--- config.mk ---
export PLATFORM = sky130hd
export DESIGN_NAME = exec_cluster_top
export DESIGN_NICKNAME = d
export VERILOG_FILES = /design/src/source/exec_isa_pkg.sv /design/src/source/exec_stream_pkg.sv /design/src/source/exec_alu.sv /design/src/source/exec_cluster_top.sv /design/src/source/exec_decode.sv /design/src/source/result_router.sv /design/src/source/rr_arbiter.sv /design/src/source/skid_buffer.sv /design/src/source/stream_mux.sv
export SDC_FILE = /design/constraint.sdc
export NUM_CORES = 1
export LEC_CHECK = 0
export ABC_AREA = 1
export BUFFER_PORTS_ARGS = -buffer_cell sky130_fd_sc_hd__buf_4
export CORE_MARGIN = 3
export CORE_UTILIZATION = 30
export DETAILED_ROUTE_END_ITERATION = 7
export SLEW_MARGIN = 5
export SYNTH_ARGS = -nofsm -noshare
export SYNTH_HDL_FRONTEND = slang
export SYNTH_SLANG_ARGS = --single-unit
--- constraint.sdc ---
create_clock -name clk -period 23.2 [get_ports clk]
set_clock_uncertainty 0.1 [all_clocks]
set_input_delay 4.64 -clock clk [delete_from_list [all_inputs] [get_ports clk]]
set_output_delay 4.64 -clock clk [all_outputs]
set_load 0.03 [all_outputs]
--- src/source/exec_isa_pkg.sv ---
`default_nettype none

package exec_isa_pkg;

    // Top bit set selects the immediate format
    typedef enum logic [3:0] {
        OP_ADD  = 4'h0,
        OP_SUB  = 4'h1,
        OP_AND  = 4'h2,
        OP_OR   = 4'h3,
        OP_XOR  = 4'h4,
        OP_SLL  = 4'h5,
        OP_SRL  = 4'h6,
        OP_SLT  = 4'h7,
        OP_ADDI = 4'h8,
        OP_ANDI = 4'h9,
        OP_ORI  = 4'hA,
        OP_XORI = 4'hB
    } opcode_e;

    // Same order as the R-format opcodes
    typedef enum logic [2:0] {
        FN_ADD,
        FN_SUB,
        FN_AND,
        FN_OR,
        FN_XOR,
        FN_SLL,
        FN_SRL,
        FN_SLT
    } alu_fn_e;

    typedef struct packed {
        opcode_e     opcode;
        logic [5:0]  rsvd;
        logic [5:0]  shamt;  // Nonzero overrides operand b for SLL/SRL
    } r_fmt_t;

    typedef struct packed {
        opcode_e     opcode;
        logic [11:0] imm;    // Signed, extended to 32 bits
    } i_fmt_t;

    typedef union packed {
        r_fmt_t r;
        i_fmt_t i;
    } instr_u;

    typedef struct packed {
        alu_fn_e     fn;
        logic [31:0] a;
        logic [31:0] b;      // Already resolved from imm or override
        logic [7:0]  tag;
    } uop_t;

endpackage

`default_nettype wire

--- src/source/exec_stream_pkg.sv ---
`default_nettype none

package exec_stream_pkg;

    // Chosen by the requester, returned as is
    typedef logic [7:0] tag_t;

    typedef struct packed {
        exec_isa_pkg::instr_u instr;
        logic [31:0]          a;
        logic [31:0]          b;
        tag_t                 tag;
    } exec_req_t;

    typedef struct packed {
        logic [31:0] result;
        tag_t        tag;
    } exec_rsp_t;

endpackage

`default_nettype wire

--- src/source/exec_alu.sv ---
`timescale 1ns/1ps
`default_nettype none

module exec_alu #(
    parameter  NUM_REQS = 4,
    localparam IDXW     = (NUM_REQS > 1) ? $clog2(NUM_REQS) : 1
) (
    input  wire                        clk,
    input  wire                        rst,

    input  wire                        uop_valid,
    input  wire exec_isa_pkg::uop_t    uop,
    input  wire [IDXW-1:0]             uop_src,
    output logic                       uop_ready,

    output logic                       rsp_valid,
    output exec_stream_pkg::exec_rsp_t rsp,
    output logic [IDXW-1:0]            rsp_src,
    input  wire                        rsp_ready
);
    logic [31:0] result;

    assign uop_ready = !rsp_valid || rsp_ready;  // Stage empty or draining

    always_comb begin
        case (uop.fn)
            exec_isa_pkg::FN_ADD: result = uop.a + uop.b;
            exec_isa_pkg::FN_SUB: result = uop.a - uop.b;
            exec_isa_pkg::FN_AND: result = uop.a & uop.b;
            exec_isa_pkg::FN_OR:  result = uop.a | uop.b;
            exec_isa_pkg::FN_XOR: result = uop.a ^ uop.b;
            exec_isa_pkg::FN_SLL: result = uop.a << uop.b[4:0];
            exec_isa_pkg::FN_SRL: result = uop.a >> uop.b[4:0];
            exec_isa_pkg::FN_SLT: result = {31'd0, $signed(uop.a) < $signed(uop.b)};
            default:              result = uop.a + uop.b;
        endcase
    end

    always_ff @(posedge clk) begin
        if (rst)
            rsp_valid <= 1'b0;
        else if (uop_ready)
            rsp_valid <= uop_valid;
    end

    always_ff @(posedge clk) begin
        if (uop_valid && uop_ready) begin
            rsp.result <= result;
            rsp.tag    <= uop.tag;
            rsp_src    <= uop_src;
        end
    end

    a_rsp_hold: assert property (@(posedge clk) disable iff (rst)
        rsp_valid && !rsp_ready |=> rsp_valid && $stable(rsp) && $stable(rsp_src))
        else $error("exec_alu: response changed while stalled");

endmodule

`default_nettype wire

--- src/source/exec_cluster_top.sv ---
`timescale 1ns/1ps
`default_nettype none

module exec_cluster_top #(
    parameter NUM_REQS = 4,
    localparam IDXW    = (NUM_REQS > 1) ? $clog2(NUM_REQS) : 1
) (
    input  wire                                          clk,
    input  wire                                          rst,

    input  wire [NUM_REQS-1:0]                           req_valid,
    input  wire exec_stream_pkg::exec_req_t [NUM_REQS-1:0] req,
    output logic [NUM_REQS-1:0]                          req_ready,

    output logic [NUM_REQS-1:0]                          rsp_valid,
    output exec_stream_pkg::exec_rsp_t [NUM_REQS-1:0]    rsp,
    input  wire [NUM_REQS-1:0]                           rsp_ready
);
    logic                       sel_valid;
    exec_stream_pkg::exec_req_t sel_req;
    logic [IDXW-1:0]            sel_src;
    logic                       sel_ready;

    logic                       uop_valid;
    exec_isa_pkg::uop_t         uop;
    logic [IDXW-1:0]            uop_src;
    logic                       uop_ready;

    logic                       alu_rsp_valid;
    exec_stream_pkg::exec_rsp_t alu_rsp;
    logic [IDXW-1:0]            alu_rsp_src;
    logic                       alu_rsp_ready;

    stream_mux #(
        .NUM_REQS (NUM_REQS)
    ) mux (
        .clk       (clk),
        .rst       (rst),
        .req_valid (req_valid),
        .req       (req),
        .req_ready (req_ready),
        .sel_valid (sel_valid),
        .sel_req   (sel_req),
        .sel_src   (sel_src),
        .sel_ready (sel_ready)
    );

    exec_decode #(
        .NUM_REQS (NUM_REQS)
    ) decode (
        .sel_valid (sel_valid),
        .sel_req   (sel_req),
        .sel_src   (sel_src),
        .sel_ready (sel_ready),
        .uop_valid (uop_valid),
        .uop       (uop),
        .uop_src   (uop_src),
        .uop_ready (uop_ready)
    );

    exec_alu #(
        .NUM_REQS (NUM_REQS)
    ) alu (
        .clk       (clk),
        .rst       (rst),
        .uop_valid (uop_valid),
        .uop       (uop),
        .uop_src   (uop_src),
        .uop_ready (uop_ready),
        .rsp_valid (alu_rsp_valid),
        .rsp       (alu_rsp),
        .rsp_src   (alu_rsp_src),
        .rsp_ready (alu_rsp_ready)
    );

    result_router #(
        .NUM_REQS (NUM_REQS)
    ) router (
        .rsp_valid (alu_rsp_valid),
        .rsp       (alu_rsp),
        .rsp_src   (alu_rsp_src),
        .rsp_ready (alu_rsp_ready),
        .out_valid (rsp_valid),
        .out_rsp   (rsp),
        .out_ready (rsp_ready)
    );

endmodule

`default_nettype wire

--- src/source/exec_decode.sv ---
`timescale 1ns/1ps
`default_nettype none

module exec_decode #(
    parameter  NUM_REQS = 4,
    localparam IDXW     = (NUM_REQS > 1) ? $clog2(NUM_REQS) : 1
) (
    input  wire                             sel_valid,
    input  wire exec_stream_pkg::exec_req_t sel_req,
    input  wire [IDXW-1:0]                  sel_src,
    output logic                            sel_ready,

    output logic                            uop_valid,
    output exec_isa_pkg::uop_t              uop,
    output logic [IDXW-1:0]                 uop_src,
    input  wire                             uop_ready
);
    exec_isa_pkg::instr_u instr;
    logic                 known_op;

    assign instr     = sel_req.instr;
    assign uop_valid = sel_valid;
    assign uop_src   = sel_src;
    assign sel_ready = uop_ready;

    always_comb begin
        uop.a    = sel_req.a;
        uop.b    = sel_req.b;
        uop.tag  = sel_req.tag;
        uop.fn   = exec_isa_pkg::FN_ADD;
        known_op = 1'b1;
        if (instr.r.opcode[3]) begin
            // Immediate view
            uop.b = {{20{instr.i.imm[11]}}, instr.i.imm};
            case (instr.i.opcode)
                exec_isa_pkg::OP_ADDI: uop.fn = exec_isa_pkg::FN_ADD;
                exec_isa_pkg::OP_ANDI: uop.fn = exec_isa_pkg::FN_AND;
                exec_isa_pkg::OP_ORI:  uop.fn = exec_isa_pkg::FN_OR;
                exec_isa_pkg::OP_XORI: uop.fn = exec_isa_pkg::FN_XOR;
                default:               known_op = 1'b0;
            endcase
        end else begin
            uop.fn = exec_isa_pkg::alu_fn_e'(instr.r.opcode[2:0]);
            if ((instr.r.opcode == exec_isa_pkg::OP_SLL ||
                 instr.r.opcode == exec_isa_pkg::OP_SRL) && instr.r.shamt != 6'd0)
                uop.b[4:0] = instr.r.shamt[4:0];
        end
    end

    // Checked once the inputs have settled
    always_comb begin
        if (sel_valid && uop_ready) begin
            assert final (known_op)
                else $error("exec_decode: reserved opcode %h accepted", instr.r.opcode);
        end
    end

endmodule

`default_nettype wire

--- src/source/result_router.sv ---
`timescale 1ns/1ps
`default_nettype none

module result_router #(
    parameter  NUM_REQS = 4,
    localparam IDXW     = (NUM_REQS > 1) ? $clog2(NUM_REQS) : 1
) (
    input  wire                                         rsp_valid,
    input  wire exec_stream_pkg::exec_rsp_t             rsp,
    input  wire [IDXW-1:0]                              rsp_src,
    output logic                                        rsp_ready,

    output logic [NUM_REQS-1:0]                         out_valid,
    output exec_stream_pkg::exec_rsp_t [NUM_REQS-1:0]   out_rsp,
    input  wire [NUM_REQS-1:0]                          out_ready
);
    logic [NUM_REQS-1:0] src_onehot;

    for (genvar i = 0; i < NUM_REQS; i++) begin : g_port
        assign src_onehot[i] = (rsp_src == IDXW'(i));
        assign out_rsp[i]    = rsp;  // Payload goes everywhere, valid picks the port
    end

    assign out_valid = src_onehot & {NUM_REQS{rsp_valid}};

    // Only the issuing requester can stall the pipe
    assign rsp_ready = |(out_ready & src_onehot);

endmodule

`default_nettype wire

--- src/source/rr_arbiter.sv ---
`timescale 1ns/1ps
`default_nettype none

module rr_arbiter #(
    parameter  NUM_REQS = 4,
    localparam IDXW     = (NUM_REQS > 1) ? $clog2(NUM_REQS) : 1
) (
    input  wire                 clk,
    input  wire                 rst,
    input  wire [NUM_REQS-1:0]  requests,
    input  wire                 unlock,
    output logic                grant_valid,
    output logic [IDXW-1:0]     grant_index,
    output logic [NUM_REQS-1:0] grant_onehot
);
    logic [IDXW-1:0] prio_ptr;
    logic            locked;
    logic [IDXW-1:0] locked_index;
    logic [IDXW-1:0] pick_index;
    logic            pick_valid;
    logic [IDXW:0]   slot;

    // Walk down so the closest request to the pointer wins
    always_comb begin
        pick_valid = |requests;
        pick_index = prio_ptr;
        slot       = '0;
        for (int i = NUM_REQS - 1; i >= 0; i--) begin
            slot = {1'b0, prio_ptr} + (IDXW+1)'(i);
            if (slot >= (IDXW+1)'(NUM_REQS))
                slot = slot - (IDXW+1)'(NUM_REQS);
            if (requests[slot[IDXW-1:0]])
                pick_index = slot[IDXW-1:0];
        end
    end

    assign grant_valid = locked || pick_valid;
    assign grant_index = locked ? locked_index : pick_index;

    always_comb begin
        grant_onehot = '0;
        if (grant_valid)
            grant_onehot[grant_index] = 1'b1;
    end

    always_ff @(posedge clk) begin
        if (rst) begin
            locked   <= 1'b0;
            prio_ptr <= '0;
        end else if (unlock) begin
            locked   <= 1'b0;
            prio_ptr <= (grant_index == IDXW'(NUM_REQS - 1)) ? '0 : grant_index + 1'b1;
        end else if (grant_valid) begin
            locked <= 1'b1;  // Hold until the transfer fires
        end
    end

    always_ff @(posedge clk) begin
        if (!locked)
            locked_index <= pick_index;
    end

    // Grant lands on exactly one port that is asking
    a_grant_onehot: assert property (@(posedge clk) disable iff (rst)
        grant_valid |-> $onehot(grant_onehot & requests))
        else $error("rr_arbiter: grant not one-hot on a request %b", grant_onehot);

    // Selection may not move while a handshake is pending
    a_grant_locked: assert property (@(posedge clk) disable iff (rst)
        grant_valid && !unlock |=> grant_valid && $stable(grant_index))
        else $error("rr_arbiter: grant switched before unlock");

endmodule

`default_nettype wire

--- src/source/skid_buffer.sv ---
`timescale 1ns/1ps
`default_nettype none

module skid_buffer #(
    parameter DATAW = 8
) (
    input  wire              clk,
    input  wire              rst,

    input  wire              valid_in,
    input  wire [DATAW-1:0]  data_in,
    output logic             ready_in,

    output logic             valid_out,
    output logic [DATAW-1:0] data_out,
    input  wire              ready_out
);
    logic             spare_valid;
    logic [DATAW-1:0] spare_data;
    logic [DATAW-1:0] main_data;
    logic             push;
    logic             main_open;
    logic             spare_wr;

    // Only a full spare entry stops the upstream side
    assign ready_in  = !spare_valid;
    assign push      = valid_in && ready_in;
    assign main_open = !valid_out || ready_out;  // Empty or draining this cycle
    assign spare_wr  = push && !main_open;
    assign data_out  = main_data;

    always_ff @(posedge clk) begin
        if (rst) begin
            valid_out   <= 1'b0;
            spare_valid <= 1'b0;
        end else if (main_open) begin
            valid_out   <= spare_valid || push;
            spare_valid <= 1'b0;
        end else if (spare_wr) begin
            spare_valid <= 1'b1;
        end
    end

    always_ff @(posedge clk) begin
        if (main_open)
            main_data <= spare_valid ? spare_data : data_in;  // Spare is older
        if (spare_wr)
            spare_data <= data_in;
    end

    // A full spare keeps its entry until the main register drains
    a_spare_no_overwrite: assert property (@(posedge clk) disable iff (rst)
        spare_valid && !ready_out |=> spare_valid && $stable(spare_data))
        else $error("skid_buffer: spare written while full");

    a_spare_behind_main: assert property (@(posedge clk) disable iff (rst)
        spare_valid |-> valid_out)
        else $error("skid_buffer: spare holds data with main empty");

endmodule

`default_nettype wire

--- src/source/stream_mux.sv ---
`timescale 1ns/1ps
`default_nettype none

module stream_mux #(
    parameter  NUM_REQS = 4,
    localparam IDXW     = (NUM_REQS > 1) ? $clog2(NUM_REQS) : 1
) (
    input  wire                                        clk,
    input  wire                                        rst,

    input  wire [NUM_REQS-1:0]                         req_valid,
    input  wire exec_stream_pkg::exec_req_t [NUM_REQS-1:0] req,
    output logic [NUM_REQS-1:0]                        req_ready,

    output logic                                       sel_valid,
    output exec_stream_pkg::exec_req_t                 sel_req,
    output logic [IDXW-1:0]                            sel_src,
    input  wire                                        sel_ready
);
    // Request travels with the index of the port it came from
    typedef struct packed {
        exec_stream_pkg::exec_req_t req;
        logic [IDXW-1:0]            src;
    } mux_pld_t;

    logic                arb_valid;
    logic [IDXW-1:0]     arb_index;
    logic [NUM_REQS-1:0] arb_onehot;
    logic                in_valid;
    logic                in_ready;
    logic                in_fire;
    mux_pld_t            in_pld;
    mux_pld_t            out_pld;

    assign in_valid  = arb_valid && req_valid[arb_index];
    assign in_fire   = in_valid && in_ready;
    assign in_pld    = '{req: req[arb_index], src: arb_index};
    assign req_ready = arb_onehot & {NUM_REQS{in_ready}};  // Granted port only

    rr_arbiter #(
        .NUM_REQS (NUM_REQS)
    ) arbiter (
        .clk          (clk),
        .rst          (rst),
        .requests     (req_valid),
        .unlock       (in_fire),
        .grant_valid  (arb_valid),
        .grant_index  (arb_index),
        .grant_onehot (arb_onehot)
    );

    skid_buffer #(
        .DATAW ($bits(mux_pld_t))
    ) out_buffer (
        .clk       (clk),
        .rst       (rst),
        .valid_in  (in_valid),
        .data_in   (in_pld),
        .ready_in  (in_ready),
        .valid_out (sel_valid),
        .data_out  (out_pld),
        .ready_out (sel_ready)
    );

    assign sel_req = out_pld.req;
    assign sel_src = out_pld.src;

endmodule

`default_nettype wire
==> out/metrics.yaml, run 1 <==
status: "complete, no violations"
wire_per_inst_um: 19.6
diodes: 0
crit_slowest_cell: "inv_8"
cts_made_buffers: 27
post-route-period-util_pct: 51.6
synthToLayoutAreaGrowth_pct: 21.5
synthDistinctLibCells: 52
hold_class: "flip-flop to flip-flop"
top_usage_layer: "met2"
cp.required_ns: 18.46
io_pins: 530
cp-start-kind: "input pin"
max_cap_violations: 0
rsz0062_at_grt: "no"
path_cells: "buf_4 > inv_1 > o21ai_0 > nand2_1 > nand2_1 > nand3_1 > nand2_1 > nand2_1 > xor2_1 > nand2_1 > o21ai_4 > inv_8 > ha_1 > inv_1 > nor2_1 > buf_4"
routabilityCongestion: 0.989
initial_core_util_pct: 30.6
coreArea_um2: 70600
io_buffers: 529
drt-initial-drc-count: 2033
yosysMostFrequentCell: "nand2_1"
ant_nets: 0
ys_seq_elements: 230
antenna_found_initial: 1
synth_top_area_share_pct: 30.9
yosysSeqAreaShare_pct: 31.6
ctsLongestPathBuffers: 3
cpPeakStageDelay_ns: 0.64
cts_root_buf: "clkbuf_16"
syn_nets: 3762
r2r_slack_ns: 18.30
stdcell_area_um2: 26200
crit_top_cell: "nand2_1"
maxSlewHeadroom_pct: 28.3
hpwl_mm: 70.7
synth_common_cells: "nand2_1, inv_1, nand3_1"
endpoint_kind: "output port"
postCtsSetupBuffers: 0
worst_pin_slew_ns: 1.08
synth.avg_cell_area_um2: 6.56
use_met3_pct: 5.56
crit_fanout: 165
crit_arrival_ns: 7.22
num-nets-final: 4066
worst_setup_hold_path_clk_slew_ns: 0.06
num_vias: 22627
cts_hold_buf: 0
fin_crit_ns: 11.96
gr-usage-met2_pct: 35.5
synth-edff-count: 222
synth_cells: 3289
drive_gt1_share_pct: 17.4
finalMaxSlewViolations: 0
max_freq_ghz: 0.0836
grt_pass1_wl_mm: 130
dieArea_um2: 75200
clk_latency_ns: 0.58
synth_area_leaders: "edfxtp_1, nand2_1, nand3_1"
cts.repair.resized: 0
dieWidth_um: 274
yosysTopAreaCell: "edfxtp_1"
grtUsageTotal_pct: 22.7
overflow: 0
synth_area_um2: 21600
cts_tree: "built"
placed_cell_area_um2: 25300
grt_pass1_vias: 20968
viasPerCell: 4.97
setup_violations: 0
wl_mm: 89.0
htree_levels: 1
yosysWarnings: 0
setup_tns_ns: 0
dieHeight_um: 274
grt_max_degree: 166
clock_sinks: 230
core.rowCount: 97
grtUsageMet1_pct: 29.9
drc_errors: 0
dr.pass1.iters: 8
worstSetupPathType: "input pin to output port"
synth-main-ff-cell: "edfxtp_1"
async_flop_share_pct: 0
hold_viol: 0
==> worst max-delay path, delay by kind of cell <==
family / cells / cell delay, ns
buf+inv: 5 / 1.01
simple gates: 7 / 0.58
compound gates: 2 / 0.45
fa+ha+maj: 1 / 0.26
xor+xnor: 1 / 0.14
==> area by class of cell <==
class / count / area (µm²)
inverter: 439 / 1660
clock inverter: 16 / 205
fill: 7722 / 44400
clock buffer: 30 / 687
multi-input combinational: 2341 / 11500
timing repair buffer: 554 / 4160
tap: 940 / 1180
sequential: 230 / 6830
==> cells in the final DEF, fill, tap and decap left out, types with 23 or more instances in the layout <==
cell / n
nand3_1: 343
nor3_1: 23
buf_4: 554
o21ai_1: 211
o21ai_0: 144
inv_1: 430
ha_1: 110
clkbuf_16: 27
a21oi_1: 155
edfxtp_1: 222
nand2_1: 925
nor2_1: 261
==> sequential cells by signal (all words and copies together) (netlist names), 2 cells and up <==
register	count
mux.arbiter.prio_ptr	2
mux.out_buffer.spare_data	90
alu.rsp_src	2
mux.arbiter.locked_index	2
alu.rsp	40
mux.out_buffer.data_out	90
==> cells by family (layout without fill, tap and decap cells) <==
group,count (synthesis),in the layout,share of synthesized area [%]
and+or+nand+nor,1615,1615,30.9
buffers and inverters,718,1039,15.2
AOI/OAI and AO/OA,591,591,14.7
DFF,230,230,31.6
adders and majority gates,111,111,6.47
xor gates and xnor gates,21,21,0.852
muxes,3,3,0.139
==> routing by layer <==
metal / up-vias / wire, µm
met5: - / 0
met4: 0 / 4180
met3: 161 / 8130
met2: 962 / 39300
met1: 10302 / 37400
li1: 11202 / -
==> final timing paths <==
check / from / to / cells past startpoint
hold reg to reg: mux.out_buffer.data_out[1] / alu.rsp_src[1] / 0
setup / recovery: req_valid[3] / req_ready[3] / 16
setup reg to reg: mux.out_buffer.data_out[89] / alu.rsp[39] / 15
hold / removal: mux.out_buffer.data_out[1] / alu.rsp_src[1] / 0
==> metrics by stage <==
step | setup WS [ns] | util (%) | hold slack (ns) | cells
floorplan | 11.53 | - | 0.300 | 3289
global placement | 11.22 | 35.9 | 0.301 | 4504
detailed placement | 11.28 | 35.9 | 0.305 | 4504
CTS | 11.29 | 37.1 | 0.316 | 4550
global route | 10.97 | 37.1 | 0.316 | 4550
finish | 11.24 | 37.1 | 0.313 | 4550
Power of run 1 is not shown: default switching activity piles up to over one toggle a cycle in this logic, so the estimate is an artifact.
==> inputs of run 2 (changes only) <==
clock period = 12 ns   (was 23.2 ns; I/O delays follow)
==> run 2 against run 1 <==
Net effect: core utilization is essentially flat; via count grew 0.23%; final area is essentially flat; non-clock buffer count shrank 1; global-route usage shrank 0.12 points; wire length shrank 0.35%; first-iteration DRC count shrank 4.4%; flip-flop and latch count is the same; final cell count is essentially flat; count of clock-buffer cells in the layout grew 3; critical path depth shrank 2; sequential share of layout area is essentially flat.
==> out/metrics.yaml, run 2 (synthesized netlist as in run 1, its figures left out) <==
status: "complete, no violations"  # unchanged
layout_commonest_cell: "nand2_1"  # unchanged
grt_max_degree: 171  # was 166
drive_gt1_share_pct: 17.2  # was 17.4%
num-nets-final: 4065  # was 4066
overflow: 0  # unchanged
seqCellArea_um2: 6830  # unchanged
r2r-start: "mux.arbiter.prio_ptr[0]"  # was mux.out_buffer.data_out[89]
max_cap_violations: 0  # unchanged
post-route-period-util_pct: 61.5
grt_pass1_vias: 21032  # was 20968
dp.cells: 4503  # was 4504
antenna_found_initial: 1  # unchanged
worst_setup_hold_path_clk_slew_ns: 0.06  # about the same
fin_cells: 4553  # was 4550
path_cells: "buf_4 > nand2_1 > o21ai_0 > nand2_1 > nand2_1 > o211ai_1 > nand3b_1 > a22oi_2 > clkinv_2 > buf_4 > ha_1 > inv_1 > nor2_1 > buf_4"  # was buf_4 > inv_1 > o21ai_0 > nand2_1 > nand2_1 > nand3_1 > nand2_1 > nand2_1 > xor2_1 > nand2_1 > o21ai_4 > inv_8 > ha_1 > inv_1 > nor2_1 > buf_4
cts_root_buf: "clkbuf_16"  # unchanged
io_buffers: 529  # unchanged
endpoint_kind: "output port"  # unchanged
min_path_cells: 0  # unchanged
hold_viol: 0  # unchanged
dieHeight_um: 274  # unchanged
drt-initial-drc-count: 1944  # was 2033
n_fill_cell: 7750  # was 7722
most-common-layout-cells: "nand2_1, buf_4, inv_1"  # unchanged
io_pins: 530  # unchanged
num_vias: 22680  # was 22627
setup_violations: 0  # unchanged
htree_levels: 1  # unchanged
synthToLayoutAreaGrowth_pct: 21.4  # was 21.5%
worstHoldStart: "mux.out_buffer.data_out[1]"  # unchanged
setup_tns_ns: 0  # unchanged
ctsLongestPathBuffers: 3  # unchanged
cts_hold_buf: 0  # unchanged
dieArea_um2: 75200  # unchanged
crit_slowest_cell: "buf_4"  # was inv_8
max_freq_ghz: 0.135
wire_per_inst_um: 19.5  # was 19.6 µm
grt_pass1_wl_mm: 130  # about the same
hold_end: "alu.rsp_src[1]"  # unchanged
worstSetupPathType: "input pin to output port"  # unchanged
cp-start-kind: "input pin"  # unchanged
dr.pass1.iters: 7  # was 8
cts_tree: "built"  # unchanged
routabilityCongestion: 1.00  # was 0.989
wl_mm: 88.7  # was 89.0 mm
worst_pin_slew_ns: 1.13  # was 1.08 ns
grtUsageTotal_pct: 22.6  # was 22.7%
r2r_slack_ns: 6.94  # was 18.30 ns
clk_latency_ns: 0.57  # was 0.58 ns
drc_errors: 0  # unchanged
finalMaxSlewViolations: 0  # unchanged
crit_arrival_ns: 4.88  # was 7.22 ns
core.rowCount: 97  # unchanged
cts_made_buffers: 27  # unchanged
initial_core_util_pct: 30.6  # unchanged
rsz0062_at_grt: "no"  # unchanged
dieWidth_um: 274  # unchanged
ant_nets: 0  # unchanged
coreArea_um2: 70600  # unchanged
maxSlewHeadroom_pct: 24.5  # was 28.3%
hold_class: "flip-flop to flip-flop"  # unchanged
hpwl_mm: 70.4  # was 70.7 mm
crit_fanout: 56  # was 165
multiInputGateArea_um2: 11500  # unchanged
diodes: 0  # unchanged
cts.repair.resized: 0  # unchanged
cpPeakStageDelay_ns: 0.52  # was 0.64 ns
clock_sinks: 230  # unchanged
cp.required_ns: 9.50  # was 18.46 ns
reg2reg_to: "mux.out_buffer.spare_data[30]"  # was alu.rsp[39]
viasPerCell: 4.98  # was 4.97
rr_worst_depth: 13  # was 15
fin_crit_ns: 7.38
postCtsSetupBuffers: 0  # unchanged
## run 2: cell types whose count changed in the layout (fill, tap and decap cells not counted), sizes merged
cell	previous run	this run
buf	554	553
bufinv	4	3
clkbuf	30	33
clkinv	13	15
clkinvlp	1	0
inv	437	438
## run 2: worst max-delay path, delay by kind of cell
family / cells / cell delay, ns
buffers and inverters: 5 / 1.36
AO/OA/AOI/OAI: 3 / 0.44
adder cells (fa/ha/maj): 1 / 0.28
AND/OR/NAND/NOR: 5 / 0.37
## run 2: final cells by class
type | instances | area share, %
repair buffers | 553 | 15.8
clock inverters | 17 | 0.702
multi-input cells | 2341 | 43.9
well taps | 940 | 4.49
inverters | 439 | 6.32
clock buffers | 33 | 2.66
flip-flops and latches | 230 | 26.1
## run 2: worst max path at each step
| stage | endpoint | startpoint | slack, ns |
|---|---|---|---|
| floorplan | mux.out_buffer.spare_data[0] | rsp_ready[3] | 2.57 |
| finish | req_ready[3] | req_valid[2] | 4.62 |
| detailed placement | req_ready[3] | req_valid[2] | 4.60 |
| global route | req_ready[3] | req_valid[1] | 4.34 |
| CTS | req_ready[3] | req_valid[2] | 4.59 |
| global placement | req_ready[3] | req_valid[2] | 4.58 |
## run 2: metrics by stage
| stage | setup WS (ns) | util (%) | area, µm² | hold slack (ns) |
|---|---|---|---|---|
| after global routing | 4.34 | 37.1 | 26200 | 0.319 |
| after global placement | 4.58 | 35.9 | 25300 | 0.301 |
| after CTS | 4.59 | 37.1 | 26200 | 0.315 |
| after floorplan | 2.57 | - | 21600 | 0.300 |
| after detailed placement | 4.60 | 35.9 | 25300 | 0.305 |
| final | 4.62 | 37.1 | 26200 | 0.312 |
## run 2: metal layers
metal  share of wire, %  global-route usage [%]
met2                 45                    36.3
met3                7.6                    3.75
met5              0.012                       0
met4                4.0                    7.96
met1                 43                    30.6
Power of run 2 is left out for the same reason.
